## src/hw/controlPkg.sv

```systemverilog
package controlPkg;

    typedef logic [5:0] opcode_t;
    typedef logic [5:0] funct_t;

    localparam opcode_t opRFormat = 6'h00;
    localparam opcode_t opJ       = 6'h02;
    localparam opcode_t opJal     = 6'h03;
    localparam opcode_t opBeq     = 6'h04;
    localparam opcode_t opBne     = 6'h05;
    localparam opcode_t opBle     = 6'h06;
    localparam opcode_t opBgt     = 6'h07;
    localparam opcode_t opAddi    = 6'h08;
    localparam opcode_t opAddiu   = 6'h09;
    localparam opcode_t opSlti    = 6'h0A;
    localparam opcode_t opLui     = 6'h0F;
    localparam opcode_t opLb      = 6'h20;
    localparam opcode_t opLh      = 6'h21;
    localparam opcode_t opLw      = 6'h23;
    localparam opcode_t opSb      = 6'h28;
    localparam opcode_t opSh      = 6'h29;
    localparam opcode_t opSw      = 6'h2B;

    localparam funct_t fnJr  = 6'h08;
    localparam funct_t fnAdd = 6'h20;
    localparam funct_t fnSub = 6'h22;
    localparam funct_t fnAnd = 6'h24;
    localparam funct_t fnSlt = 6'h2A;

    typedef logic [2:0] aluOp_t;
    localparam aluOp_t aluPass    = 3'd0;
    localparam aluOp_t aluAdd     = 3'd1;
    localparam aluOp_t aluSub     = 3'd2;
    localparam aluOp_t aluAnd     = 3'd3;
    localparam aluOp_t aluCompare = 3'd7;

    // Operand A and operand B share one field type
    typedef logic [1:0] aluSrc_t;
    localparam aluSrc_t srcAPc         = 2'd0;
    localparam aluSrc_t srcARegA       = 2'd1;
    localparam aluSrc_t srcBRegB       = 2'd0;
    localparam aluSrc_t srcBFour       = 2'd1;
    localparam aluSrc_t srcBImm        = 2'd2;
    localparam aluSrc_t srcBImmShifted = 2'd3;

    typedef logic [2:0] pcSource_t;
    localparam pcSource_t pcFromException = 3'd0;
    localparam pcSource_t pcFromAlu       = 3'd1;
    localparam pcSource_t pcFromAluOut    = 3'd2;
    localparam pcSource_t pcFromJump      = 3'd3;

    typedef logic [2:0] regDst_t;
    localparam regDst_t dstRt = 3'd0;
    localparam regDst_t dstRd = 3'd1;
    localparam regDst_t dstRa = 3'd3;

    typedef logic [3:0] memToReg_t;
    localparam memToReg_t wbAluOut   = 4'd0;
    localparam memToReg_t wbMemData  = 4'd1;
    localparam memToReg_t wbCompare  = 4'd4;
    localparam memToReg_t wbUpperImm = 4'd6;

    typedef logic [2:0] memAddrSel_t;
    localparam memAddrSel_t addrPc             = 3'd0;
    localparam memAddrSel_t addrAluOut         = 3'd2;
    localparam memAddrSel_t addrInvalidVector  = 3'd3;
    localparam memAddrSel_t addrOverflowVector = 3'd4;

    typedef logic [1:0] accessSize_t;
    localparam accessSize_t sizeNone = 2'd0;
    localparam accessSize_t sizeWord = 2'd1;
    localparam accessSize_t sizeHalf = 2'd2;
    localparam accessSize_t sizeByte = 2'd3;

    typedef enum logic [4:0] {
        clsAdd, clsSub, clsAnd, clsSlt, clsJr,
        clsAddi, clsAddiu, clsSlti, clsLui,
        clsBeq, clsBne, clsBle, clsBgt,
        clsLw, clsLh, clsLb, clsSw, clsSh, clsSb,
        clsJ, clsJal, clsInvalid
    } instrClass_t;

    // One register update per cycle, applied by controlWordReg
    typedef enum logic [5:0] {
        actHold, actFetchInc, actPcLoad, actIrLoad, actTargetCalc, actRegLoad,
        actAluRegAdd, actAluRegSub, actAluRegAnd, actAluImm,
        actWriteRd, actWriteRt, actCompareRd, actCompareRt, actUpperImm,
        actBranchCompare, actBranchTaken, actJump, actJalSave, actJalLink, actJalJump,
        actJrJump, actMemAddr,
        actStoreWord, actStoreHalf, actStoreByte, actLoadWord, actLoadHalf, actLoadByte,
        actExcSave, actExcVecOverflow, actExcVecInvalid, actExcJump, actClose
    } ctrlAction_t;

endpackage

```

## src/hw/controlSequencer.sv

```systemverilog
`timescale 1ns/1ps

module controlSequencer #(
    parameter int unsigned memWaitCycles = 2
) (
    input  logic                    clk,
    input  logic                    reset,
    input  controlPkg::instrClass_t instrClass,
    input  logic                    overflow,
    input  logic                    equal,
    input  logic                    greater,
    output controlPkg::ctrlAction_t action
);
    import controlPkg::*;

    typedef enum logic [3:0] {
        fetch, decode, execute, aluWrite, immWrite, branchResolve, jalLink, jalJump,
        memAddr, memWait, memAccess, exceptionSave, exceptionVector, exceptionWait,
        exceptionJump, closeWrite
    } seqState_t;

    // Counter also steps the three fetch and two decode cycles
    localparam int unsigned stepMax = (memWaitCycles > 3) ? memWaitCycles : 3;
    typedef logic [$clog2(stepMax)-1:0] step_t;

    localparam step_t lastFetch  = step_t'(2);
    localparam step_t lastDecode = step_t'(1);
    localparam step_t lastWait   = step_t'(memWaitCycles - 1);

    seqState_t state;
    seqState_t nextState;
    step_t     stepCount;
    logic      overflowTrap;
    logic      branchTaken;

    assign overflowTrap = overflow &&
        (instrClass == clsAdd || instrClass == clsSub || instrClass == clsAddi);

    assign branchTaken = (instrClass == clsBeq && equal) ||
                         (instrClass == clsBne && !equal) ||
                         (instrClass == clsBle && !greater) ||
                         (instrClass == clsBgt && greater);

    always_comb begin
        nextState = state;
        action    = actHold;
        case (state)
            fetch: begin
                case (stepCount)
                    step_t'(0): action = actFetchInc;
                    step_t'(1): action = actPcLoad;
                    default:    action = actIrLoad;
                endcase
                if (stepCount == lastFetch) nextState = decode;
            end
            decode: begin
                action = (stepCount == lastDecode) ? actRegLoad : actTargetCalc;
                if (stepCount == lastDecode) nextState = execute;
            end
            execute: begin
                nextState = closeWrite; // Single-step instructions
                case (instrClass)
                    clsAdd, clsSub, clsAnd: begin
                        action    = (instrClass == clsAdd) ? actAluRegAdd :
                                    (instrClass == clsSub) ? actAluRegSub : actAluRegAnd;
                        nextState = aluWrite;
                    end
                    clsSlt:  action = actCompareRd;
                    clsJr:   action = actJrJump;
                    clsSlti: action = actCompareRt;
                    clsLui:  action = actUpperImm;
                    clsJ:    action = actJump;
                    clsAddi, clsAddiu: begin
                        action    = actAluImm;
                        nextState = immWrite;
                    end
                    clsBeq, clsBne, clsBle, clsBgt: begin
                        action    = actBranchCompare;
                        nextState = branchResolve;
                    end
                    clsLw, clsLh, clsLb, clsSw, clsSh, clsSb: begin
                        action    = actAluImm; // Effective address
                        nextState = memAddr;
                    end
                    clsJal: begin
                        action    = actJalSave;
                        nextState = jalLink;
                    end
                    default: nextState = exceptionSave;
                endcase
            end
            aluWrite: begin
                action    = overflowTrap ? actHold : actWriteRd;
                nextState = overflowTrap ? exceptionSave : closeWrite;
            end
            immWrite: begin
                action    = overflowTrap ? actHold : actWriteRt;
                nextState = overflowTrap ? exceptionSave : closeWrite;
            end
            branchResolve: begin
                action    = branchTaken ? actBranchTaken : actHold;
                nextState = closeWrite;
            end
            jalLink: begin
                action    = actJalLink;
                nextState = jalJump;
            end
            jalJump: begin
                action    = actJalJump;
                nextState = closeWrite;
            end
            memAddr: begin
                action    = actMemAddr;
                nextState = (memWaitCycles > 0) ? memWait : memAccess;
            end
            memWait: if (stepCount == lastWait) nextState = memAccess;
            memAccess: begin
                case (instrClass)
                    clsSw:   action = actStoreWord;
                    clsSh:   action = actStoreHalf;
                    clsSb:   action = actStoreByte;
                    clsLw:   action = actLoadWord;
                    clsLh:   action = actLoadHalf;
                    default: action = actLoadByte;
                endcase
                nextState = closeWrite;
            end
            exceptionSave: begin
                action    = actExcSave;
                nextState = exceptionVector;
            end
            exceptionVector: begin
                action    = (instrClass == clsInvalid) ? actExcVecInvalid : actExcVecOverflow;
                nextState = (memWaitCycles > 0) ? exceptionWait : exceptionJump;
            end
            exceptionWait: if (stepCount == lastWait) nextState = exceptionJump;
            exceptionJump: begin
                action    = actExcJump;
                nextState = closeWrite;
            end
            default: begin
                action    = actClose;
                nextState = fetch;
            end
        endcase
    end

    always_ff @(posedge clk) begin
        if (reset) begin
            state     <= fetch;
            stepCount <= '0;
        end else begin
            state     <= nextState;
            stepCount <= (nextState != state) ? '0 : stepCount + step_t'(1);
        end
    end

endmodule

```

## src/hw/controlUnit.sv

```systemverilog
`timescale 1ns/1ps

module controlUnit #(
    parameter int unsigned memWaitCycles = 2
) (
    input  logic                    clk,
    input  logic                    reset,
    input  controlPkg::opcode_t     opcode,
    input  controlPkg::funct_t      funct,
    input  logic                    overflow,
    input  logic                    equal,
    input  logic                    greater,
    output logic                    memWrite,
    output logic                    pcWrite,
    output logic                    irWrite,
    output logic                    regWrite,
    output logic                    abWrite,
    output logic                    aluOutWrite,
    output logic                    epcWrite,
    output controlPkg::aluOp_t      aluOp,
    output controlPkg::aluSrc_t     aluSrcA,
    output controlPkg::aluSrc_t     aluSrcB,
    output controlPkg::pcSource_t   pcSource,
    output controlPkg::regDst_t     regDst,
    output controlPkg::memToReg_t   memToReg,
    output controlPkg::memAddrSel_t memAddrSel,
    output controlPkg::accessSize_t storeSize,
    output controlPkg::accessSize_t loadSize
);
    import controlPkg::*;

    instrClass_t instrClass;
    ctrlAction_t action;

    instrDecoder decoder (
        .opcode    (opcode),
        .funct     (funct),
        .instrClass(instrClass)
    );

    controlSequencer #(
        .memWaitCycles(memWaitCycles)
    ) sequencer (
        .clk       (clk),
        .reset     (reset),
        .instrClass(instrClass),
        .overflow  (overflow),
        .equal     (equal),
        .greater   (greater),
        .action    (action)
    );

    controlWordReg wordReg (
        .clk        (clk),
        .reset      (reset),
        .action     (action),
        .memWrite   (memWrite),
        .pcWrite    (pcWrite),
        .irWrite    (irWrite),
        .regWrite   (regWrite),
        .abWrite    (abWrite),
        .aluOutWrite(aluOutWrite),
        .epcWrite   (epcWrite),
        .aluOp      (aluOp),
        .aluSrcA    (aluSrcA),
        .aluSrcB    (aluSrcB),
        .pcSource   (pcSource),
        .regDst     (regDst),
        .memToReg   (memToReg),
        .memAddrSel (memAddrSel),
        .storeSize  (storeSize),
        .loadSize   (loadSize)
    );

endmodule

```

## src/hw/controlWordReg.sv

```systemverilog
`timescale 1ns/1ps

module controlWordReg (
    input  logic                    clk,
    input  logic                    reset,
    input  controlPkg::ctrlAction_t action,
    output logic                    memWrite,
    output logic                    pcWrite,
    output logic                    irWrite,
    output logic                    regWrite,
    output logic                    abWrite,
    output logic                    aluOutWrite,
    output logic                    epcWrite,
    output controlPkg::aluOp_t      aluOp,
    output controlPkg::aluSrc_t     aluSrcA,
    output controlPkg::aluSrc_t     aluSrcB,
    output controlPkg::pcSource_t   pcSource,
    output controlPkg::regDst_t     regDst,
    output controlPkg::memToReg_t   memToReg,
    output controlPkg::memAddrSel_t memAddrSel,
    output controlPkg::accessSize_t storeSize,
    output controlPkg::accessSize_t loadSize
);
    import controlPkg::*;

    function automatic accessSize_t sizeOf(input ctrlAction_t act);
        case (act)
            actStoreWord, actLoadWord: sizeOf = sizeWord;
            actStoreHalf, actLoadHalf: sizeOf = sizeHalf;
            actStoreByte, actLoadByte: sizeOf = sizeByte;
            default:                   sizeOf = sizeNone;
        endcase
    endfunction

    always_ff @(posedge clk) begin
        if (reset || action == actClose) begin
            {memWrite, pcWrite, irWrite, regWrite} <= '0;
            {abWrite, aluOutWrite, epcWrite} <= '0;
            aluOp      <= aluPass;
            aluSrcA    <= srcAPc;
            aluSrcB    <= srcBRegB;
            pcSource   <= pcFromException;
            regDst     <= dstRt;
            memToReg   <= wbAluOut;
            memAddrSel <= addrPc;
            storeSize  <= sizeNone;
            loadSize   <= sizeNone;
        end else begin
            // Write strobes last one cycle
            {memWrite, pcWrite, irWrite, regWrite, epcWrite} <= '0;
            case (action)
                actFetchInc: begin
                    aluSrcA    <= srcAPc;
                    aluSrcB    <= srcBFour;
                    aluOp      <= aluAdd;
                    memAddrSel <= addrPc;
                end
                actPcLoad: begin
                    pcSource <= pcFromAlu;
                    pcWrite  <= 1'b1;
                end
                actIrLoad: irWrite <= 1'b1;
                actTargetCalc: begin
                    aluSrcB     <= srcBImmShifted; // Branch target into aluOut
                    aluOutWrite <= 1'b1;
                end
                actRegLoad: begin
                    abWrite     <= 1'b1;
                    aluOutWrite <= 1'b0;
                end
                actAluRegAdd, actAluRegSub, actAluRegAnd, actAluImm: begin
                    aluSrcA     <= srcARegA;
                    aluSrcB     <= (action == actAluImm) ? srcBImm : srcBRegB;
                    aluOp       <= (action == actAluRegSub) ? aluSub :
                                   (action == actAluRegAnd) ? aluAnd : aluAdd;
                    aluOutWrite <= 1'b1;
                    abWrite     <= 1'b0;
                end
                actWriteRd, actWriteRt, actJalLink: begin
                    regDst      <= (action == actWriteRd) ? dstRd :
                                   (action == actJalLink) ? dstRa : dstRt;
                    memToReg    <= wbAluOut;
                    regWrite    <= 1'b1;
                    aluOutWrite <= 1'b0;
                end
                actCompareRd, actCompareRt, actBranchCompare: begin
                    aluSrcA  <= srcARegA;
                    aluSrcB  <= (action == actCompareRt) ? srcBImm : srcBRegB;
                    aluOp    <= aluCompare;
                    abWrite  <= 1'b0;
                    regDst   <= (action == actCompareRd) ? dstRd : dstRt;
                    memToReg <= wbCompare;
                    regWrite <= (action != actBranchCompare);
                end
                actUpperImm: begin
                    regDst   <= dstRt;
                    memToReg <= wbUpperImm;
                    regWrite <= 1'b1;
                    abWrite  <= 1'b0;
                end
                actBranchTaken: begin
                    pcSource <= pcFromAluOut;
                    pcWrite  <= 1'b1;
                end
                actJump, actJalJump: begin
                    pcSource <= pcFromJump;
                    pcWrite  <= 1'b1;
                    abWrite  <= 1'b0;
                end
                actJalSave: begin
                    aluSrcA     <= srcAPc; // Return address through aluOut
                    aluOp       <= aluPass;
                    aluOutWrite <= 1'b1;
                    abWrite     <= 1'b0;
                end
                actJrJump: begin
                    aluSrcA  <= srcARegA;
                    aluOp    <= aluPass;
                    pcSource <= pcFromAlu;
                    pcWrite  <= 1'b1;
                    abWrite  <= 1'b0;
                end
                actMemAddr: begin
                    memAddrSel  <= addrAluOut;
                    aluOutWrite <= 1'b0;
                end
                actStoreWord, actStoreHalf, actStoreByte: begin
                    storeSize <= sizeOf(action);
                    memWrite  <= 1'b1;
                end
                actLoadWord, actLoadHalf, actLoadByte: begin
                    loadSize <= sizeOf(action);
                    regDst   <= dstRt;
                    memToReg <= wbMemData;
                    regWrite <= 1'b1;
                end
                actExcSave: begin
                    aluSrcA     <= srcAPc; // EPC gets PC minus four
                    aluSrcB     <= srcBFour;
                    aluOp       <= aluSub;
                    epcWrite    <= 1'b1;
                    abWrite     <= 1'b0;
                    aluOutWrite <= 1'b0;
                end
                actExcVecOverflow: memAddrSel <= addrOverflowVector;
                actExcVecInvalid:  memAddrSel <= addrInvalidVector;
                actExcJump: begin
                    pcSource <= pcFromException;
                    pcWrite  <= 1'b1;
                    loadSize <= sizeByte; // Handler address byte
                end
                default: ;
            endcase
        end
    end

endmodule

```

## src/hw/instrDecoder.sv

```systemverilog
`timescale 1ns/1ps

module instrDecoder (
    input  controlPkg::opcode_t     opcode,
    input  controlPkg::funct_t      funct,
    output controlPkg::instrClass_t instrClass
);
    import controlPkg::*;

    always_comb begin
        instrClass = clsInvalid; // Anything not listed traps
        case (opcode)
            opRFormat: begin
                case (funct)
                    fnAdd:   instrClass = clsAdd;
                    fnSub:   instrClass = clsSub;
                    fnAnd:   instrClass = clsAnd;
                    fnSlt:   instrClass = clsSlt;
                    fnJr:    instrClass = clsJr;
                    default: instrClass = clsInvalid;
                endcase
            end
            opAddi:  instrClass = clsAddi;
            opAddiu: instrClass = clsAddiu;
            opSlti:  instrClass = clsSlti;
            opLui:   instrClass = clsLui;
            opBeq:   instrClass = clsBeq;
            opBne:   instrClass = clsBne;
            opBle:   instrClass = clsBle;
            opBgt:   instrClass = clsBgt;
            opLw:    instrClass = clsLw;
            opLh:    instrClass = clsLh;
            opLb:    instrClass = clsLb;
            opSw:    instrClass = clsSw;
            opSh:    instrClass = clsSh;
            opSb:    instrClass = clsSb;
            opJ:     instrClass = clsJ;
            opJal:   instrClass = clsJal;
            default: instrClass = clsInvalid;
        endcase
    end

endmodule

```

## config.mk

```make
export PLATFORM = sky130hd
export DESIGN_NAME = controlUnit
export DESIGN_NICKNAME = d
export VERILOG_FILES = /design/src/hw/controlPkg.sv /design/src/hw/controlSequencer.sv /design/src/hw/controlUnit.sv /design/src/hw/controlWordReg.sv /design/src/hw/instrDecoder.sv
export SDC_FILE = /design/constraint.sdc
export NUM_CORES = 1
export LEC_CHECK = 0
export ABC_CLOCK_PERIOD_IN_PS = 3920
export BUFFER_PORTS_ARGS = -buffer_cell sky130_fd_sc_hd__buf_4
export CAP_MARGIN = 40
export CORE_MARGIN = 5
export CORE_UTILIZATION = 45
export CTS_CLUSTER_DIAMETER = 100
export DETAILED_ROUTE_END_ITERATION = 10
export PLACE_DENSITY_LB_ADDON = 0.1
export RECOVER_POWER = 25
export SLEW_MARGIN = 10
export SYNTH_ARGS = -nofsm -noshare
export SYNTH_HDL_FRONTEND = slang
export SYNTH_HIERARCHICAL = 1
export SYNTH_SLANG_ARGS = --single-unit
```

## constraint.sdc

```tcl
create_clock -name clk -period 3.92 [get_ports clk]
set_input_delay 0.392 -clock clk [delete_from_list [all_inputs] [get_ports clk]]
set_output_delay 0.392 -clock clk [all_outputs]
set_load 0.03 [all_outputs]
```

# After elaboration in Yosys (flattened, before gate mapping)
# Index checks and enable logic that the tools add are counted.
totals:
  regBits: 37
  in_bits: 17
  output_inout_bits: 31
  wordCells: 212
op_classes:
  add_sub_neg: 1
  n_eq_ne: 93
  muxes: 43
  reduce_logical: 57
ops:
  columns: ["cell", "count"]
  rows:
  - ["6-bit by 5-bit == test with 1-bit output, second input constant", 16]
  - ["5-bit case mux with 17 select lines", 1]
  - ["6-bit case mux with 14 select lines", 1]
  - ["6-bit by 4-bit == test with 1-bit output, second input constant", 13]
  - ["6-bit == test, second input constant", 12]
  - ["6-bit case mux with 9 select lines", 1]
  - ["6-bit by 3-bit == test with 1-bit output, second input constant", 8]
  - ["4-bit case mux with 11 select lines", 1]
  - ["5-bit by 4-bit == test with 1-bit output, second input constant", 8]
  - ["5-bit == test, second input constant", 6]
  - ["4-bit == test, second input constant", 7]
  - ["4-bit 2-to-1 mux", 7]
  - ["5-bit case mux with 5 select lines", 1]
  - ["6-bit by 2-bit == test with 1-bit output, second input constant", 4]
  - ["3-bit case mux with 4 select lines", 2]
  - ["4-bit case mux with 6 select lines", 1]
  - ["6-bit OR reduction", 4]
  - ["2-bit OR reduction", 11]
  - ["5-bit by 3-bit == test with 1-bit output, second input constant", 4]
  - ["4-bit case mux with 5 select lines", 1]
  - ["3-bit OR reduction", 6]
  - ["4-bit by 3-bit == test with 1-bit output, second input constant", 4]
  - ["4-bit case mux with 4 select lines", 1]
  - ["4-bit nonzero test", 4]
  - ["other kinds (36)", 70]

# Logic depth before layout (Yosys ltp)
depth:
  word_depth: 14
  ltp_mapped: 21
  mapped_depth_nobuf: 15

# By module
# Netlist, hierarchy kept.
modules_own_cells:
  columns: ["mod", "instances", "cells_per_inst", "area_each_um2", "seq_area_each_um2"]
  rows:
  - ["controlWordReg", 1, 217, 1681.6, 540.5]
  - ["controlSequencer", 1, 155, 969.7, 120.1]
  - ["instrDecoder", 1, 59, 382.9, 0.0]

# Worst setup path before layout
# No wires, ideal clock.
synth_path:
  path_kind: "input port to flip-flop"
  startpoint: "in opcode[0]"
  endpoint: "reg wordReg.regDst[0]"
  setup_time_ps: 139
  t_arrival_ps: 3512
  required_ps: 3781
  path_slack_ps: 269
  cell_stages: 16
  path_cell_list: "buf_6 xnor2_2 xnor2_1 or3_1 a311o_1 clkbuf_1 clkbuf_1 a311oi_1 a31o_1 a31oi_1 o311ai_1 buf_4 buf_4 o21ai_0 a2111oi_0 a221oi_1"
synth_via:
  elab_chain_len: 13
  elab_cells_between_ends: 82
  cone_classes: "48 x eq/ne; 14 x mux; 20 x reduce/logical"
synth_lines:
  columns: ["element", "line_no", "text"]
  rows:
  - ["from (decl)", "controlUnit.sv:8", "input controlPkg::opcode_t opcode,"]
  - ["6-bit by 2-bit == test with 1-bit output, or another cell as far along", "instrDecoder.sv:12", "case (opcode)"]
  - ["5-bit case mux with 17 select lines *", "instrDecoder.sv:12", null]
  - ["net instrClass[0]", "controlUnit.sv:32", "instrClass_t instrClass;"]
  - ["parallel branches: the longest is 6 deep, another holds 6-bit case mux with 9 select lines", null, null]
  - ["6-bit case mux with 14 select lines *", "controlSequencer.sv:47", "case (state)"]
  - ["net action[4]", "controlUnit.sv:33", "ctrlAction_t action;"]
  - ["6-bit by 5-bit == test with 1-bit output", "controlWordReg.sv:51, controlWordReg.sv:81", null]
  - ["2-bit 2-to-1 mux", "controlWordReg.sv:81", "(action == actJalLink) ? dstRa : dstRt;"]
  - ["3-bit 2-to-1 mux", "controlWordReg.sv:80", "regDst <= (action == actWriteRd) ? dstRd :"]
  - ["3-bit case mux with 3 select lines", "controlWordReg.sv:51", "case (action)"]
  - ["to (signal assigned)", "controlWordReg.sv:80", null]
  - ["to (signal assigned)", "controlWordReg.sv:91", "regDst <= (action == actCompareRd) ? dstRd : dstRt;"]
  - ["to (signal assigned)", "controlWordReg.sv:96", "regDst <= dstRt;"]
  - ["to (decl)", "controlWordReg.sv:18", "output controlPkg::regDst_t regDst,"]
# Mark *: on every way through the listed nets, which the timed path passes.
# A chain may end at the register's enable or synchronous reset.

# Final worst setup path
layout_path:
  startpoint: "in opcode[3]"
  endpoint: "reg wordReg.aluOutWrite"
layout_via:
  elab_chain_len: 12
  elab_cells_between_ends: 80
  cone_classes: "50 x eq/ne; 11 x mux; 19 x reduce/logical"
layout_lines:
  columns: ["element", "line_no", "text"]
  rows:
  - ["6-bit by 2-bit == test with 1-bit output, or another cell as far along", "instrDecoder.sv:12", null]
  - ["5-bit case mux with 17 select lines *", "instrDecoder.sv:12", null]
  - ["net instrClass[0]", "controlUnit.sv:32", null]
  - ["parallel branches: the longest is 6 deep, another holds 6-bit case mux with 9 select lines", null, null]
  - ["6-bit case mux with 14 select lines *", "controlSequencer.sv:47", null]
  - ["net action[4]", "controlUnit.sv:33", null]
  - ["6-bit by 3-bit == test with 1-bit output, or another cell as far along", "controlWordReg.sv:51", null]
  - ["6-bit OR reduction (no source line)", null, null]
  - ["1-bit case mux with 2 select lines / 2-bit nonzero test (equally long branches)", null, null]
  - ["to (signal assigned)", "controlWordReg.sv:65", "aluOutWrite <= 1'b1;"]
  - ["to (signal assigned)", "controlWordReg.sv:69", "aluOutWrite <= 1'b0;"]
  - ["to (signal assigned)", "controlWordReg.sv:76", "aluOutWrite <= 1'b1;"]
  - ["to (decl)", "controlWordReg.sv:12", "output logic aluOutWrite,"]
# Marks and branches as above.

==> impl_metrics.tcl <==
set metrics [dict create \
    avgSynthCellArea_um2 7.040 \
    chipWidth_um 92.12 \
    hold_viol_final 0 \
    relSlewSlack_pct 49.09 \
    crit_path_start_kind "input pin" \
    fin_hold_ws_ps 380.2 \
    synth_cells 431 \
    yosysSeqAreaShare_pct 21.77 \
    fin_util_pct 53.75 \
    clock-sinks 33 \
    power_mw 2.733 \
    yosysWarnings 6 \
    hold_buffers 0 \
    drc 0 \
    clock_path_buffers 2 \
    grt_max_degree 24 \
    clock-root-buffer "clkbuf_8" \
    power_per_cell_area_nw_per_um2 761.0 \
    p_sw_share_pct 51.51 \
    drive_above_1_share_pct 19.42 \
    track_usage_pct 20.91 \
    placementRows 30 \
    vdd_drop_max_v 0.0002458 \
    fin_crit_ps 3627 \
    die_area_um2 8485 \
    ys.flop_type "dfxtp_1" \
    yosys.cell_count.top_type "nor2_1" \
    critPathMaxFanout 23 \
    area_growth_pct 18.35 \
    setup_violations 0 \
    combPwrFrac_pct 72.1 \
    seqPwrFrac_pct 18.5 \
    cts.clk_slew.worst_paths_ps 70 \
    grt_pass1_wl_um 14780 \
    cts_tree "built" \
    antenna_found_initial 0 \
    nets 503 \
    crit_type "input pin to flop" \
    leakage_nw 1.417 \
    fin_area_um2 3591 \
    numCtsBuffers 5 \
    fin_crit_sh_pct 92.53 \
    vias_per_cell 5.989 \
    vias 3378 \
    skew_ps 7.330 \
    slew_violations 0 \
    core-area_um2 6681 \
    drtPass1Iterations 5 \
    start_util_pct 45.41 \
    yosysUniqueCellTypes 74 \
    yosysTopAreaCell "dfxtp_1" \
    totalWireLength_um 8974 \
    ys_seq_elements 33 \
    ys_top_cells_by_area "dfxtp_1 22%, nor2_1 6.6%, a21oi_1 5.4%" \
    ios 48 \
    max_cap_violations 0 \
    numPortBuffers 43 \
    drt_iter0_markers 404 \
    outcome "finished, final reports clean" \
    required_ps 4160 \
    hold_path.class "input pin to flop" \
    max_freq_mhz 275.7 \
    ant_nets 0 \
    wl_per_cell_um 15.91 \
    syn_area_um2 3034 \
    setup_tns_ps 0 \
    power_frac_clock_pct 9.4 \
    dp_hpwl_um 6682 \
    grt-ovfl-total 0 \
    worst_slew_pin_slew_ps 760.8 \
    synth_top_cell_area_share_pct 21.77 \
    rsz0062_at_grt "false" \
    synth_edf_count 0 \
    insertedDiodeCount 0 \
    cp.arrival_ps 3860 \
    place_area_um2 3555 \
    first_global_vias 3017 \
    p_switching_mw 1.408 \
    ctsHtreeMaxLevel 2 \
    gp_congestion 0.9552 \
    power.internal_mw 1.325 \
    insertion_delay_ps 290 \
    async_flop_share_pct 0 \
    die_y_um 92.12 \
    end_kind "flop" \
    synth_commonest_cells "53 x nor2_1, 36 x nand2_1, 33 x a21oi_1, 33 x dfxtp_1, 23 x o21ai_0" \
]
[critical path, cell delays in order]
cell and delay, ps:
buf_4 150, xnor2_2 140, xnor2_1 120, or3_1 320, a311o_1 410, mux2i_1 160, a311oi_1 60, a31o_1 210
a31oi_1 220, o311ai_2 150, buf_12 210, nor2_1 600, o21ai_1 230, a311oi_1 320, o31a_1 160
[cell usage in the layout, fill, tap and decap left out, types with 5 or more instances in the layout]
cell type	synthesis	final
a22oi_1	6	6
nor2_1	53	53
a21oi_1	33	33
nor2b_1	12	12
mux2i_1	6	6
a211oi_1	7	7
dfxtp_1	33	33
nand3_1	12	12
nand2_1	36	36
o21ai_0	23	23
or3_1	7	7
o21ai_1	6	6
buf_4	10	66
inv_1	11	11
clkbuf_8	0	5
nand2b_1	16	16
clkbuf_1	13	15
a311oi_1	6	6
nor3_1	19	18
a21o_1	8	8
o22ai_1	6	6
[cell families after synthesis]
logic type,after synthesis,synth area share [%]
muxes,8,2.722
AOI/OAI and AO/OA,139,31.01
DFF,33,21.77
and+or+nand+nor,182,29.98
xor gates and xnor gates,8,2.557
other,1,0.1236
adders and majority gates,4,1.608
buffers and inverters,56,10.23
[metal layers]
layer	GRT usage, %	part of all wire [%]	vias up
met5	0	0	-
met4	6.064	1.3	0
met3	2.789	6.9	12
met2	31.75	45	145
met1	30.59	47	1559
li1	-	-	1662
[timing repair]
item / 4_1_cts / 5_1_grt
gates resized for setup: 0 / 2
endpoints found under the setup margin: 0 / 1
setup buffers: 0 / 0
[cell type report]
| class | count | area, um2 |
|---|---|---|
| fillers | 675 | 3090 |
| clock inverters | 3 | 17.52 |
| clock buffers | 5 | 68.82 |
| flip-flops and latches | 33 | 660.6 |
| repair buffers | 83 | 591.8 |
| multi-input cells | 345 | 2096 |
| inverters | 15 | 56.30 |
| well taps | 80 | 100.1 |
[final timing paths]
check / start / to / slack (ps) / cells after the start
worst max-delay path: opcode[3] / wordReg/aluOutWrite$_SDFFE_PP0P_ / 290 / 15
worst min-delay path: reset / sequencer/state[1]$_SDFF_PP0_ / 380 / 2
worst max register to register: sequencer/state[3]$_SDFF_PP0_ / wordReg/aluOutWrite$_SDFFE_PP0P_ / 800 / 9
worst min register to register: wordReg/memToReg[0]$_SDFFE_PP0P_ / wordReg/memToReg[0]$_SDFFE_PP0P_ / 450 / 2
[stage by stage]
step,setup WS (ps),instances
3_5_place_dp,1.026,556
3_3_place_gp,4.245,556
4_1_cts,311.4,564
5_1_grt,53.46,564
6_report,292.8,564
2_1_floorplan,269.4,434
[power by group through the flow]
stage               sequential [mW]  clock, mW  combinational [mW]
floorplan                     0.562          0                1.27
global placement              0.514          0                1.93
detailed placement            0.514          0                1.93
CTS                           0.505      0.266                1.94
global route                  0.522      0.278                2.15
finish                        0.505      0.257                1.97
[flip-flops by register name, summed over array words and instances (netlist names), 2 cells and up]
register             count
wordReg/memToReg         3
sequencer/state          4
wordReg/memAddrSel       3
wordReg/aluOp            3
sequencer/stepCount      2
wordReg/storeSize        2
wordReg/loadSize         2
wordReg/regDst           2
wordReg/pcSource         2
wordReg/aluSrcB          2
Note: power is estimated with default switching activity, not from simulation.
